[config.mk]
export PLATFORM = sky130hd
export DESIGN_NAME = camera_front_top
export DESIGN_NICKNAME = d
export VERILOG_FILES = /design/src/logic/pixel_stream_pkg.sv /design/src/logic/camera_front_top.sv /design/src/logic/defect_filter.sv /design/src/logic/stream_framer.sv
export SDC_FILE = /design/constraint.sdc
export NUM_CORES = 1
export LEC_CHECK = 0
export BUFFER_PORTS_ARGS = -buffer_cell sky130_fd_sc_hd__buf_2
export CAP_MARGIN = 0
export CORE_ASPECT_RATIO = 1.25
export CORE_MARGIN = 2
export CORE_UTILIZATION = 39
export DETAILED_ROUTE_END_ITERATION = 6
export HOLD_SLACK_MARGIN = 0.15
export MAX_ROUTING_LAYER = met4
export SETUP_SLACK_MARGIN = 0.15
export SYNTH_ARGS = -nofsm -noshare
export SYNTH_HDL_FRONTEND = slang
export SYNTH_SLANG_ARGS = --single-unit
[constraint.sdc]
create_clock -name clk -period 7.4 [get_ports clk]
set_clock_uncertainty 0.1 [all_clocks]
set_input_delay 1.48 -clock clk [delete_from_list [all_inputs] [get_ports clk]]
set_output_delay 1.48 -clock clk [all_outputs]
set_load 0.02 [all_outputs]
[src/logic/pixel_stream_pkg.sv]
package pixel_stream_pkg;

    // Default pixel width of the pipeline
    parameter int pixel_width_default = 16;

    // Kind of word carried on the stream, the data bus beside it changes meaning with it
    typedef enum logic [2:0] {
        wt_frame_start = 3'd0, // Data is the frame number
        wt_row_start   = 3'd1, // Data is the row number within the frame
        wt_pixel       = 3'd2, // Data is one pixel value
        wt_row_end     = 3'd3, // Data is the row number
        wt_frame_end   = 3'd4  // Data is the number of rows in the frame
    } word_type_t;

    // Tag that travels with every stream word
    // The data bus is kept apart since its width is a module parameter
    typedef struct packed {
        logic       dv;    // Word valid, no handshake
        word_type_t wtype;
    } stream_tag_t;

endpackage

[src/logic/camera_front_top.sv]
`timescale 1ns/100ps

module camera_front_top #(
    parameter int data_width = pixel_stream_pkg::pixel_width_default
) (
    input  logic                          clk,
    input  logic                          resetb,
    input  logic                          fv,
    input  logic                          lv,
    input  logic [data_width-1:0]         pix,
    input  logic                          test_en,
    input  logic [data_width-1:0]         test_data,
    input  logic                          en,
    input  logic signed [data_width-1:0]  threshold_upper,
    input  logic signed [data_width-1:0]  threshold_lower,
    output pixel_stream_pkg::stream_tag_t out_tag,
    output logic [data_width-1:0]         out_data,
    output logic [15:0]                   filter_count
);
    import pixel_stream_pkg::*;

    stream_tag_t           raw_tag;
    logic [data_width-1:0] raw_data;

    // Sensor levels to tagged words
    stream_framer #(
        .data_width (data_width)
    ) framer0 (
        .clk       (clk),
        .resetb    (resetb),
        .fv        (fv),
        .lv        (lv),
        .pix       (pix),
        .test_en   (test_en),
        .test_data (test_data),
        .raw_tag   (raw_tag),
        .raw_data  (raw_data)
    );

    defect_filter #(
        .data_width (data_width)
    ) filter0 (
        .clk             (clk),
        .resetb          (resetb),
        .en              (en),
        .threshold_upper (threshold_upper),
        .threshold_lower (threshold_lower),
        .raw_tag         (raw_tag),
        .raw_data        (raw_data),
        .out_tag         (out_tag),
        .out_data        (out_data),
        .filter_count    (filter_count)
    );

endmodule

[src/logic/defect_filter.sv]
`timescale 1ns/100ps

module defect_filter #(
    parameter int data_width = pixel_stream_pkg::pixel_width_default
) (
    input  logic                          clk,
    input  logic                          resetb,
    input  logic                          en,
    input  logic signed [data_width-1:0]  threshold_upper,
    input  logic signed [data_width-1:0]  threshold_lower,
    input  pixel_stream_pkg::stream_tag_t raw_tag,
    input  logic [data_width-1:0]         raw_data,
    output pixel_stream_pkg::stream_tag_t out_tag,
    output logic [data_width-1:0]         out_data,
    output logic [15:0]                   filter_count
);
    import pixel_stream_pkg::*;

    typedef enum logic [1:0] {
        pass_all,
        in_row,
        row_close
    } state_t;

    state_t                state;
    logic [1:0]            pix_idx; // Saturates at 2 once both neighbours are known
    logic [15:0]           count_cur;
    logic [data_width-1:0] pix_s;   // Middle tap, the pixel about to leave
    logic [data_width-1:0] pix_ss;  // Left tap
    logic [data_width-1:0] row_num;

    logic signed [data_width+1:0] diff_r;
    logic signed [data_width+1:0] diff_l;
    logic signed [data_width+1:0] up_ext;
    logic signed [data_width+1:0] lo_ext;
    logic [data_width:0]          pair_sum;
    logic [data_width-1:0]        pair_avg;
    logic                         hot;
    logic                         dead;
    logic                         defect;

    wire is_fs = raw_tag.dv && raw_tag.wtype == wt_frame_start;
    wire is_fe = raw_tag.dv && raw_tag.wtype == wt_frame_end;
    wire is_rs = raw_tag.dv && raw_tag.wtype == wt_row_start;
    wire is_px = raw_tag.dv && raw_tag.wtype == wt_pixel;
    wire is_re = raw_tag.dv && raw_tag.wtype == wt_row_end;

    // Two extra bits keep the unsigned pixel differences and the negated threshold exact
    assign diff_r = $signed({2'b00, pix_s}) - $signed({2'b00, raw_data});
    assign diff_l = $signed({2'b00, pix_s}) - $signed({2'b00, pix_ss});
    assign up_ext = threshold_upper;
    assign lo_ext = threshold_lower;

    assign hot    = (diff_r > up_ext) && (diff_l > up_ext);
    assign dead   = (diff_r < -lo_ext) && (diff_l < -lo_ext);
    assign defect = hot | dead;

    assign pair_sum = {1'b0, pix_ss} + {1'b0, raw_data};
    assign pair_avg = pair_sum[data_width:1]; // Floor of the neighbours' mean

    always_ff @(posedge clk or negedge resetb) begin
        if (!resetb) begin
            state        <= pass_all;
            pix_idx      <= 2'd0;
            count_cur    <= '0;
            filter_count <= '0;
            out_tag      <= '{dv: 1'b0, wtype: wt_frame_start};
        end else begin
            case (state)
                pass_all: begin
                    if (is_rs) begin
                        // Row start is held back until the first pixel arrives
                        out_tag.dv <= 1'b0;
                        pix_idx    <= 2'd0;
                        state      <= in_row;
                    end else begin
                        out_tag <= raw_tag;
                        if (is_fs) count_cur <= '0;
                        if (is_fe) filter_count <= count_cur;
                    end
                end
                in_row: begin
                    if (is_px) begin
                        out_tag.dv    <= 1'b1;
                        out_tag.wtype <= (pix_idx == 2'd0) ? wt_row_start : wt_pixel;
                        if (pix_idx != 2'd2) pix_idx <= pix_idx + 1'b1;
                        if (pix_idx == 2'd2 && defect) count_cur <= count_cur + 1'b1;
                    end else if (is_re) begin
                        out_tag <= '{dv: 1'b1, wtype: wt_pixel};
                        state   <= row_close;
                    end else begin
                        out_tag.dv <= 1'b0;
                    end
                end
                row_close: begin
                    out_tag <= '{dv: 1'b1, wtype: wt_row_end};
                    state   <= pass_all;
                end
                default: state <= pass_all;
            endcase
        end
    end

    always_ff @(posedge clk) begin
        case (state)
            pass_all: begin
                if (is_rs) row_num <= raw_data;
                else out_data <= raw_data;
            end
            in_row: begin
                if (is_px) begin
                    pix_s  <= raw_data;
                    pix_ss <= pix_s;
                    case (pix_idx)
                        2'd0:    out_data <= row_num;
                        2'd1:    out_data <= pix_s; // First pixel of the row has no left tap
                        default: out_data <= (en && defect) ? pair_avg : pix_s;
                    endcase
                end else if (is_re) begin
                    out_data <= pix_s; // Last pixel has no right tap
                end
            end
            default: out_data <= row_num;
        endcase
    end

endmodule

[src/logic/stream_framer.sv]
`timescale 1ns/100ps

module stream_framer #(
    parameter int data_width = pixel_stream_pkg::pixel_width_default
) (
    input  logic                          clk,
    input  logic                          resetb,
    input  logic                          fv,
    input  logic                          lv,
    input  logic [data_width-1:0]         pix,
    input  logic                          test_en,
    input  logic [data_width-1:0]         test_data,
    output pixel_stream_pkg::stream_tag_t raw_tag,
    output logic [data_width-1:0]         raw_data
);
    import pixel_stream_pkg::*;

    typedef enum logic [1:0] {
        idle,
        in_frame,
        in_row,
        row_close
    } state_t;

    state_t                state;
    logic                  fv_d;
    logic                  lv_d;
    logic [data_width-1:0] frame_cnt;
    logic [data_width-1:0] row_cnt;
    logic [data_width-1:0] held_pix; // One pixel of delay so the row end can follow the last pixel
    logic [data_width-1:0] pix_sel;

    wire fv_rise = fv & ~fv_d;
    wire fv_fall = ~fv & fv_d;
    wire lv_rise = lv & ~lv_d;
    wire lv_fall = ~lv & lv_d;

    assign pix_sel = test_en ? test_data : pix; // Test pattern replaces every sensor pixel

    always_ff @(posedge clk or negedge resetb) begin
        if (!resetb) begin
            state     <= idle;
            fv_d      <= 1'b0;
            lv_d      <= 1'b0;
            frame_cnt <= '0;
            row_cnt   <= '0;
            raw_tag   <= '{dv: 1'b0, wtype: wt_frame_start};
        end else begin
            fv_d       <= fv;
            lv_d       <= lv;
            raw_tag.dv <= 1'b0;
            case (state)
                idle: begin
                    if (fv_rise) begin
                        raw_tag <= '{dv: 1'b1, wtype: wt_frame_start};
                        row_cnt <= '0;
                        state   <= in_frame;
                    end
                end
                in_frame: begin
                    if (fv_fall) begin
                        raw_tag   <= '{dv: 1'b1, wtype: wt_frame_end};
                        frame_cnt <= frame_cnt + 1'b1;
                        state     <= idle;
                    end else if (lv_rise) begin
                        raw_tag <= '{dv: 1'b1, wtype: wt_row_start};
                        state   <= in_row;
                    end
                end
                in_row: begin
                    // The held pixel goes out on every cycle here, also on the lv fall
                    raw_tag <= '{dv: 1'b1, wtype: wt_pixel};
                    if (lv_fall) state <= row_close;
                end
                row_close: begin
                    raw_tag <= '{dv: 1'b1, wtype: wt_row_end};
                    row_cnt <= row_cnt + 1'b1;
                    state   <= in_frame;
                end
                default: state <= idle;
            endcase
        end
    end

    always_ff @(posedge clk) begin
        case (state)
            idle: raw_data <= frame_cnt;
            in_frame: begin
                raw_data <= row_cnt;
                if (lv_rise) held_pix <= pix_sel;
            end
            in_row: begin
                raw_data <= held_pix;
                held_pix <= pix_sel;
            end
            default: raw_data <= row_cnt;
        endcase
    end

endmodule

# Word level (Yosys, flattened, before mapping)
# Cells that the tools add are included.
[classes] add_sub_neg=8 magnitude_cmp=4 n_eq_ne=25 n_mux=41 bitwise_logic=10 n_reduce_logical=30
[ops] op="$pmux W16 S2" n=6
[ops] op="$mux W16" n=11
[ops] op="$add A16 B1 Y16 const B" n=3
[ops] op="$lt A17 B18 Y1" n=2
[ops] op="$gt A17 B16 Y1" n=2
[ops] op="$sub A16 B16 Y17" n=2
[ops] op="$mux W2" n=11
[ops] op="$ne A2 B1 Y1 const B" n=9
[ops] op="$neg A16 Y18" n=1
[ops] op="$add A16 B16 Y17" n=1
[ops] op="$mux W4" n=4
[ops] op="$pmux W4 S4" n=1
[ops] op="$reduce_and A2 Y1" n=7
[ops] op="$pmux W4 S3" n=1
[ops] op="$reduce_and A3 Y1" n=4
[ops] op="$logic_and A1 B1 Y1" n=9
[ops] op="$eq A2 B2 Y1 const B" n=4
[ops] op="$pmux W2 S2" n=2
[ops] op="$pmux W2 S4" n=1
[ops] op="$eq A2 B1 Y1 const B" n=3
[ops] op="$eq A3 B2 Y1 const B" n=2
[ops] op="$logic_not A2 Y1" n=3
[ops] op="$mux W3" n=2
[ops] op="$ne A2 B2 Y1 const B" n=3
[ops] op="13 further kinds" n=24
[totals] ff_bits=176 out_inout_bits=36 elab_cells=137

# Logic depth before layout (Yosys ltp)
# Gate-level depths: netlist of the first run.
[logic_depth] ltp_word=9 ltp_mapped=22 depth_no_buf=21

# By module
# Synthesis of the first run repeated with hierarchy kept, for this count alone.
[hier_totals] cells_unflattened=1247 area_unflattened_um2=12090.3
[by_module_without_submodules] module="defect_filter" instances=1 cells_each=951 area_per_inst_um2=8812.2 seq_area_each_um2=2922.8
[by_module_without_submodules] module="stream_framer" instances=1 cells_each=296 area_per_inst_um2=3278.1 seq_area_each_um2=1801.7

# Worst setup path after synthesis of the first run
# OpenSTA, ideal clock, no wires.
[synth_path] path_type="input port to flip-flop" startpoint="input threshold_lower[5]" endpoint="register filter0.out_data[12] (data pin)" setup_ps=261 arrival_time_ps=4972 required_time_ps=7039 slack_ps=2067 path_stages=15 path_cell_list="nor4_1 -> nand2_1 -> nor4_1 -> nand2_1 -> xnor2_1 -> ha_1 -> and4_4 -> nand2_1 -> o21ai_2 -> mux2_4 -> or4_4 -> a21boi_2 -> buf_4 -> nor2_1 -> a221o_1"
[synth_via] elab_chain_len=9 word_cells_on_any_way=10 classes_between="add/sub (1); order compare (2); mux (4); bitwise (1); reduce/logical (2)"
[synth_lines] element="start: declaration" line="camera_front_top.sv:15" text="input logic signed [data_width-1:0] threshold_lower,"
[synth_lines] element="$neg A16 Y18 *" line="defect_filter.sv:55" text="assign dead = (diff_r < -lo_ext) && (diff_l < -lo_ext);"
[synth_lines] element="$lt A17 B18 Y1" line="defect_filter.sv:55"
[synth_lines] element="$logic_and A1 B1 Y1 *" line="defect_filter.sv:55"
[synth_lines] element="$or A1 B1 Y1 *" line="defect_filter.sv:56" text="assign defect = hot | dead;"
[synth_lines] element="$logic_and A1 B1 Y1 *" line="defect_filter.sv:117" text="default: out_data <= (en && defect) ? pair_avg : pix_s;"
[synth_lines] element="$mux W16 *" line="defect_filter.sv:117"
[synth_lines] element="$pmux W16 S2 *" line="defect_filter.sv:114" text="case (pix_idx)"
[synth_lines] element="$mux W16 *" line="defect_filter.sv:111" text="if (is_px) begin"
[synth_lines] element="$pmux W16 S2 *" line="defect_filter.sv:105" text="case (state)"
[synth_lines] element="end signal: assignment" line="defect_filter.sv:115" text="2'd0: out_data <= row_num;"
[synth_lines] element="end signal: assignment" line="defect_filter.sv:116" text="2'd1: out_data <= pix_s;"
[synth_lines] element="end signal: assignment" line="defect_filter.sv:117"
[synth_lines] element="end: declaration" line="defect_filter.sv:14" text="output logic [data_width-1:0] out_data,"
# Every way passes the cells marked *; elsewhere a longest branch is shown, timed or not.
# A chain may end at the register's enable or synchronous reset.

# Worst setup path in the final report of the first run
[layout_path] startpoint="register filter0.pix_s[0]" endpoint="register filter0.out_data[12] (data pin)"
[layout_via] elab_chain_len=9 word_cells_on_any_way=14 classes_between="add/sub (2); order compare (4); mux (4); bitwise (1); reduce/logical (3)"
[layout_lines] element="start: declaration" line="defect_filter.sv:28" text="logic [data_width-1:0] pix_s;"
[layout_lines] element="start signal: assignment" line="defect_filter.sv:112" text="pix_s <= raw_data;"
[layout_lines] element="$sub A16 B16 Y17, on equally long branches" line="defect_filter.sv:49, defect_filter.sv:50"
[layout_lines] element="$lt A17 B18 Y1 or $gt A17 B16 Y1 (tied branches)" line="defect_filter.sv:55, defect_filter.sv:54"
[layout_lines] element="$logic_and A1 B1 Y1, on equally long branches" line="defect_filter.sv:55, defect_filter.sv:54"
[layout_lines] element="$or A1 B1 Y1 *" line="defect_filter.sv:56"
[layout_lines] element="$logic_and A1 B1 Y1 *" line="defect_filter.sv:117"
[layout_lines] element="$mux W16 *" line="defect_filter.sv:117"
[layout_lines] element="$pmux W16 S2 *" line="defect_filter.sv:114"
[layout_lines] element="$mux W16 *" line="defect_filter.sv:111"
[layout_lines] element="$pmux W16 S2 *" line="defect_filter.sv:105"
# Marks and branches as above.

==> summary.txt, run 1 <==
STA
  – Setup violations, final: 0
  – RSZ-0062 raised after global routing: no
  – Fin crit share: 84.5%
  – Worst-Margin Slew: 1.24 ns
  – Fin Setup TNS: 0 ns
  – Maximum clock frequency: 160 MHz
  – Slew margin rel.: 17.3%
  – Fin Hold WS: 0.380 ns
  – Hold Vio Cnt, Final: 0
  – Final Slew Violations: 0
  – Tmin final: 6.25 ns

Placed design
  – Dpl cell area: 0.0129 mm²
  – DP HPWL: 23.1 mm
  – Dpl cells: 1,697
  – IO Port Bufs: 105
  – Routability cong.: 0.897

Pwr
  – Worst IR Drop VDD: 0.192 mV
  – Power Density: 278 mW/mm²
  – Leak: 0.00599 µW

Job
  – Max-cap violations: 0

Floorplan
  – DIE WIDTH: 160 µm
  – Core area: 0.0300 mm²
  – Die area: 0.0318 mm²
  – Initial Utilization: 39.5%
  – Die height: 199 µm
  – IO Count: 106
  – # rows: 71

Global route
  – Initial antenna violation count: 1
  – GRT Total Usage: 19.2%
  – First-pass GRT wire length: 47.2 mm
  – Number of global-route vias before repair: 9,394
  – Congestion Overflow GR: 0
  – Largest net degree at the start of global routing: 72

Cells and area
  – Layout cell share with drive strength beyond 1: 15.9%
  – Post-layout util: 44.9%
  – Leading cell type in the layout, fill and taps excluded: ha_1
  – Nets: 1,519
  – Non-filler cells, final: 1,730
  – Design area: 0.0135 mm²
  – Fillers: 2,923
  – P&R area growth vs syn: 13.6%
  – Commonest cells after routing, fill and taps aside: 131 x ha_1, 126 x nand2_1, 104 x buf_2, 84 x inv_1

Setup path
  – CP max-delay cell: or4_4
  – Worst path required time: 7.61 ns
  – Crit path cell chain: inv_1 -> ha_1 -> inv_1 -> fa_1 -> a21o_1 -> a21oi_1 -> nor2b_1 -> or4_1 -> nand3_1 -> a31oi_1 -> a311oi_1 -> xnor2_1 -> ha_1 -> and4_4 -> nand2_1 -> o21ai_2 -> mux2_4 -> or4_4 -> a21boi_2 -> buf_4 -> and3_1 -> a221o_1
  – Largest stage delay on the critical path: 0.67 ns
  – WS Path Type: flop to flop
  – Crit path DAT: 6.46 ns
  – Critical path fanouts, max: 12
  – CP Launch Type: flop
  – Critical path capture point type: flop

Clock tree
  – # hold bufs at CTS: 0
  – CTS Sinks: 176
  – Bufs on Longest Clock Path: 2
  – H-tree levels: 4
  – Post CTS Setup Buffer Count: 0
  – CTS Buf Count: 17
  – CTS tree: done
  – Resized cells post-CTS: 0
  – Worst skew pair latency: 0.43 ns
  – Root Buffer: clkbuf_16
  – Reg clk slew, reported paths: 0.07 ns

Synth
  – Netlist cell types: 81
  – Adder-cell share of the synthesized area: 14.3%
  – Synth Area in XOR/XNOR: 6.05%
  – Ys async rst share: 45.5%
  – Syn Inst Count: 1,207
  – Number of synthesized register bits: 176
  – Syn Nets: 1,411
  – Yosys top cell area share: 20.2%
  – Post-synth EDFFs: 80
  – Area fraction in compound gates after synthesis: 16.4%
  – Synth warnings: 0
  – Syn avg cell area: 9.83 µm²
  – Top cells by area, synth: edfxtp_1 20%, dfrtp_1 17%, ha_1 14%
  – Sequential share of the synthesized area: 39.8%
  – Mux share of post-synthesis cell area: 4.12%
  – Largest family of logic cells by synthesized area: compound AO/OA/AOI/OAI gates
  – Post-Syn Area: 0.0119 mm²
  – Post-synthesis simple-gate area fraction: 15.5%
  – Primary FF master, synth: edfxtp_1
  – Dominant cell type by area after synthesis: edfxtp_1

Detailed routing
  – Routed vias/inst: 5.40
  – WL/cell: 16.9 µm
  – DR DRC count: 13
  – DRT Pass-1 Iters: 7
  – Routed Antenna Nets: 0
  – Routed wire length: 29.3 mm
  – Via count: 9,335
  – Initial DRC count: 515

Worst hold path
  – Worst min path class: flop to flop

Outcome
  – Failing checks: DRC
  – Status: complete, but fails checks
==> logic make-up (layout without fill, tap and decap cells) <==
family | count (synthesis) | count (layout)
AOI/OAI and AO/OA | 279 | 279
xor gates and xnor gates | 82 | 82
adders and majority gates | 134 | 134
buffers and inverters | 114 | 235
DFF | 176 | 176
muxes | 44 | 44
other | 0 | 1
and+or+nand+nor | 378 | 378
==> per-layer routing <==
layer / wire length, µm / up-vias / GRT usage, %
li1: - / 4680 / -
met1: 12700 / 4430 / 22.4
met2: 15100 / 196 / 34.6
met3: 990 / 29 / 2.50
met4: 515 / 0 / 5.84
met5: 0 / - / -
==> registers in the layout, indices dropped and copies added (netlist names) <==
signal	count
framer0.raw_tag	4
framer0.state	2
filter0.out_tag	4
filter0.filter_count	16
framer0.held_pix	16
framer0.raw_data	16
filter0.pix_ss	16
framer0.frame_cnt	16
framer0.row_cnt	16
framer0.lv_d	1
filter0.state	2
filter0.row_num	16
filter0.count_cur	16
filter0.pix_s	16
filter0.out_data	16
framer0.fv_d	1
filter0.pix_idx	2
==> area by class of cell <==
cell class | count | area [µm²] | area share [%]
diodes | 1 | 2.50 | 0.0186
repair buffers | 119 | 633 | 4.70
multi-input cells | 917 | 6700 | 49.7
clock buffers | 22 | 529 | 3.93
well taps | 401 | 502 | 3.72
flip-flops and latches | 176 | 4720 | 35.0
inverters | 84 | 315 | 2.34
clock inverters | 10 | 78.8 | 0.585
==> synth_stat cells (16+ instances only) <==
master,instances
nor2_1,79
inv_1,84
mux2_2,35
edfxtp_1,80
nand2_1,126
nand4_1,17
dfrtp_1,80
xor2_1,31
o21ai_0,50
clkbuf_1,23
nand3_1,40
nor3_1,26
a21o_1,19
a22oi_1,38
a21oi_1,57
dfxtp_1,16
xnor2_1,51
ha_1,131
==> per-stage QoR <==
stage	power [µW]	worst slack, ns
after floorplan	2380	2.07
after global routing	4000	0.847
after global placement	2830	1.21
after CTS	3780	1.16
final	3750	1.15
after detailed placement	2860	1.14
==> worst paths after layout <==
kind,slack (ns),end,from,cells past startpoint
setup / recovery,1.15,filter0.out_data[12],filter0.pix_s[0],22
hold / removal,0.38,framer0.frame_cnt[15],framer0.frame_cnt[15],1
setup reg to reg,1.15,filter0.out_data[12],filter0.pix_s[0],22
hold reg to reg,0.38,framer0.frame_cnt[15],framer0.frame_cnt[15],1
max in group asynchronous,5.27,framer0.row_cnt[6],resetb,2
min in group asynchronous,0.76,filter0.count_cur[15],resetb,1
==> critical path, delay by kind of cell, from the launching register on <==
kind                       cells  cell delay, ns
AOI/OAI and AO/OA              7            1.77
xor gates and xnor gates       1            0.17
adders and majority gates      3            0.89
buffers and inverters          3            0.39
DFF                            1            0.42
muxes                          1            0.31
and+or+nand+nor                7            2.05
==> report_power, final <==
part | total (µW) | switching [µW] | internal [µW]
Clock | 912 | 396 | 516
Sequential | 1360 | 137 | 1230
Combinational | 1480 | 923 | 554
Total | 3750 | 1460 | 2300
Note: power is estimated with default switching activity, not from simulation.
==> inputs of run 2 (changes only) <==
- clock period: 7.4 -> 5 ns (I/O delays scaled with it)
==> run 2 against run 1 <==
Effect of this change: the run ends with setup timing left; sequential power grew 47%; via count up 4.0%; sequential share of layout area is 1.6 points lower; critical endpoint is now filter0.out_data[9].
==> summary.txt, run 2 (same netlist as run 1, synthesis figures left out) <==
Outcome
  – Status: complete, but fails checks
  – Failing checks: setup timing

Detailed routing
  – Routed vias/inst: 5.41 (+0.33%)
  – Routed wire length: 29.9 mm (+2.3%)
  – Initial DRC count: 639 (+24%)
  – DRT Pass-1 Iters: 7 (unchanged)
  – WL/cell: 16.7 µm (-1.3%)
  – DR DRC count: 0 (-13)
  – Routed Antenna Nets: 0 (unchanged)
  – Via count: 9,712 (+4.0%)

Clock tree
  – Reg clk slew, reported paths: 0.07 ns (about the same)
  – CTS tree: done
  – Root Buffer: clkbuf_16
  – H-tree levels: 4 (unchanged)
  – Worst skew pair latency: 0.44 ns (about the same)
  – CTS Sinks: 176 (unchanged)
  – Bufs on Longest Clock Path: 2 (unchanged)
  – CTS Buf Count: 17 (unchanged)

Setup path
  – CP Launch Type: flop
  – Worst path required time: 5.07 ns (-2.54 ns)
  – Crit path DAT: 5.30 ns (-1.16 ns)
  – Flop2flop setup slack: -0.23 ns (-1.38 ns)
  – Critical path fanouts, max: 4 (-8)
  – Critical path capture point type: flop
  – WS Path Type: flop to flop

Placed design
  – IO Port Bufs: 105 (unchanged)
  – Dpl cells: 1,756 (+3.5%)
  – Routability cong.: 0.961 (+7.1%)
  – DP HPWL: 23.7 mm (+2.3%)
  – Pre-CTS setup slack: -0.355 ns (-1.50 ns)

Floorplan
  – DIE WIDTH: 160 µm (unchanged)
  – Initial Utilization: 39.5% (unchanged)
  – # rows: 71 (unchanged)
  – Die area: 0.0318 mm² (unchanged)
  – Core area: 0.0300 mm² (unchanged)
  – Die height: 199 µm (unchanged)
  – IO Count: 106 (unchanged)

STA
  – Maximum clock frequency: 191 MHz (+20%)
  – Fin crit share: 105% (+20 points)
  – Final Slew Violations: 0 (unchanged)
  – Slew margin rel.: 23.8% (+6.5 points)
  – RSZ-0062 raised after global routing: yes
  – Tmin final: 5.23 ns (-1.02 ns)
  – Worst-Margin Slew: 1.11 ns (-0.122 ns)
  – Setup violations, final: 32 (+32)
  – Setup WS post-layout: -0.230 ns (-1.38 ns)
  – Hold Vio Cnt, Final: 0 (unchanged)

Global route
  – Initial antenna violation count: 1 (unchanged)
  – Number of global-route vias before repair: 9,761 (+3.9%)
  – Congestion Overflow GR: 0 (unchanged)
  – GRT Total Usage: 19.9% (+0.66 points)
  – Largest net degree at the start of global routing: 49 (-32%)
  – First-pass GRT wire length: 49.3 mm (+4.3%)

Job
  – Max-cap violations: 0 (unchanged)

Cells and area
  – Fillers: 2,883 (-1.4%)
  – Leading cell type in the layout, fill and taps excluded: ha_1
  – Non-filler cells, final: 1,794 (+3.7%)
  – Area of the multi-input gates: 0.00689 mm² (+2.9%)
  – Layout cell share with drive strength beyond 1: 21.3% (+5.4 points)
  – P&R area growth vs syn: 19.1%
  – Commonest cells after routing, fill and taps aside: 129 x ha_1, 125 x nand2_1, 104 x buf_2, 82 x inv_1
  – Storage element area: 0.00472 mm² (unchanged)
  – Nets: 1,583 (+4.2%)

Worst hold path
  – Worst min path class: flop to flop

Pwr
  – Leak: 0.00630 µW (+5.3%)
  – Power Density: 400 mW/mm² (+44%)
  – Worst IR Drop VDD: 0.235 mV (+22%)
[run 2: changes by cell type in the layout (fill, tap and decap cells not counted), moves of 3 or more]
cell | before | now
a2111oi_4 | 0 | 3
a2111oi_2 | 3 | 0
a211oi_1 | 11 | 8
buf_6 | 0 | 3
a21oi_1 | 56 | 52
clkbuf_16 | 21 | 17
a21oi_2 | 3 | 7
buf_4 | 15 | 75
[run 2: stage by stage]
stage | hold WS [ns] | cell area [µm²] | setup TNS (ns) | power (µW) | utilization [%]
2_1_floorplan | 0.332 | 11900 | -0.00441 | 3540 | -
3_3_place_gp | 0.362 | 13400 | -4.63 | 4290 | 44.6
3_5_place_dp | 0.368 | 13400 | -7.73 | 4330 | 44.6
4_1_cts | 0.382 | 14100 | -4.79 | 5680 | 46.9
5_1_grt | 0.404 | 14100 | -10.92 | 6050 | 47.1
6_report | 0.374 | 14100 | -4.62 | 5650 | 47.1
[run 2: report_power, final]
part / total (µW) / switching, µW / internal (µW) / leakage [µW]
Sequential: 2000 / 183 / 1810 / 0.00198
Combinational: 2370 / 1440 / 930 / 0.00405
Clock: 1280 / 589 / 696 / 0.000277
Total: 5650 / 2210 / 3440 / 0.00630
[run 2: per-layer routing]
metal / vias up / wire, µm / global-route usage, %
met2: 243 / 15000 / 34.8
met1: 4627 / 12700 / 23.5
met4: 0 / 822 / 6.81
met5: - / 0 / -
li1: 4799 / - / -
met3: 43 / 1370 / 2.81
[run 2: path summary, 6_finish.rpt]
kind | from | cells after the start | to
worst max-delay path | filter0.pix_s[0] | 22 | filter0.out_data[9]
worst min-delay path | framer0.frame_cnt[15] | 1 | framer0.frame_cnt[15]
worst max register to register | filter0.pix_s[0] | 22 | filter0.out_data[9]
worst min register to register | framer0.frame_cnt[15] | 1 | framer0.frame_cnt[15]
max in group asynchronous | resetb | 2 | framer0.row_cnt[7]
min in group asynchronous | resetb | 1 | filter0.filter_count[8]
[run 2: critical path, stage by stage (launching register included)]
cell,delay (ns)
edfxtp_1,0.40
inv_2,0.10
ha_4,0.14
inv_2,0.03
fa_2,0.33
a21o_1,0.17
a21oi_2,0.17
nor2b_2,0.07
or4_4,0.51
nand3_4,0.09
a31oi_4,0.08
a311oi_2,0.31
xnor2_1,0.17
ha_1,0.30
and4_4,0.24
nand2_2,0.06
o21ai_2,0.15
mux2_4,0.31
or4_4,0.46
a21boi_4,0.19
buf_12,0.13
mux2_2,0.32
a2bb2oi_1,0.13
[run 2: what timing repair did]
item	4_1_cts	5_1_grt
hold buffers	0	0
setup buffers	5	0
gates resized for setup	16	9
endpoints found under the setup margin	32	32
pin swaps	9	4
[run 2: cell type report]
| type | instances | share of cell area (%) |
|---|---|---|
| antenna | 1 | 0.0177 |
| inverter | 84 | 2.23 |
| tap | 401 | 3.55 |
| clock inverter | 14 | 0.938 |
| clock buffer | 18 | 3.04 |
| sequential | 176 | 33.4 |
| multi-input combinational | 917 | 48.8 |
| timing repair buffer | 183 | 8.05 |
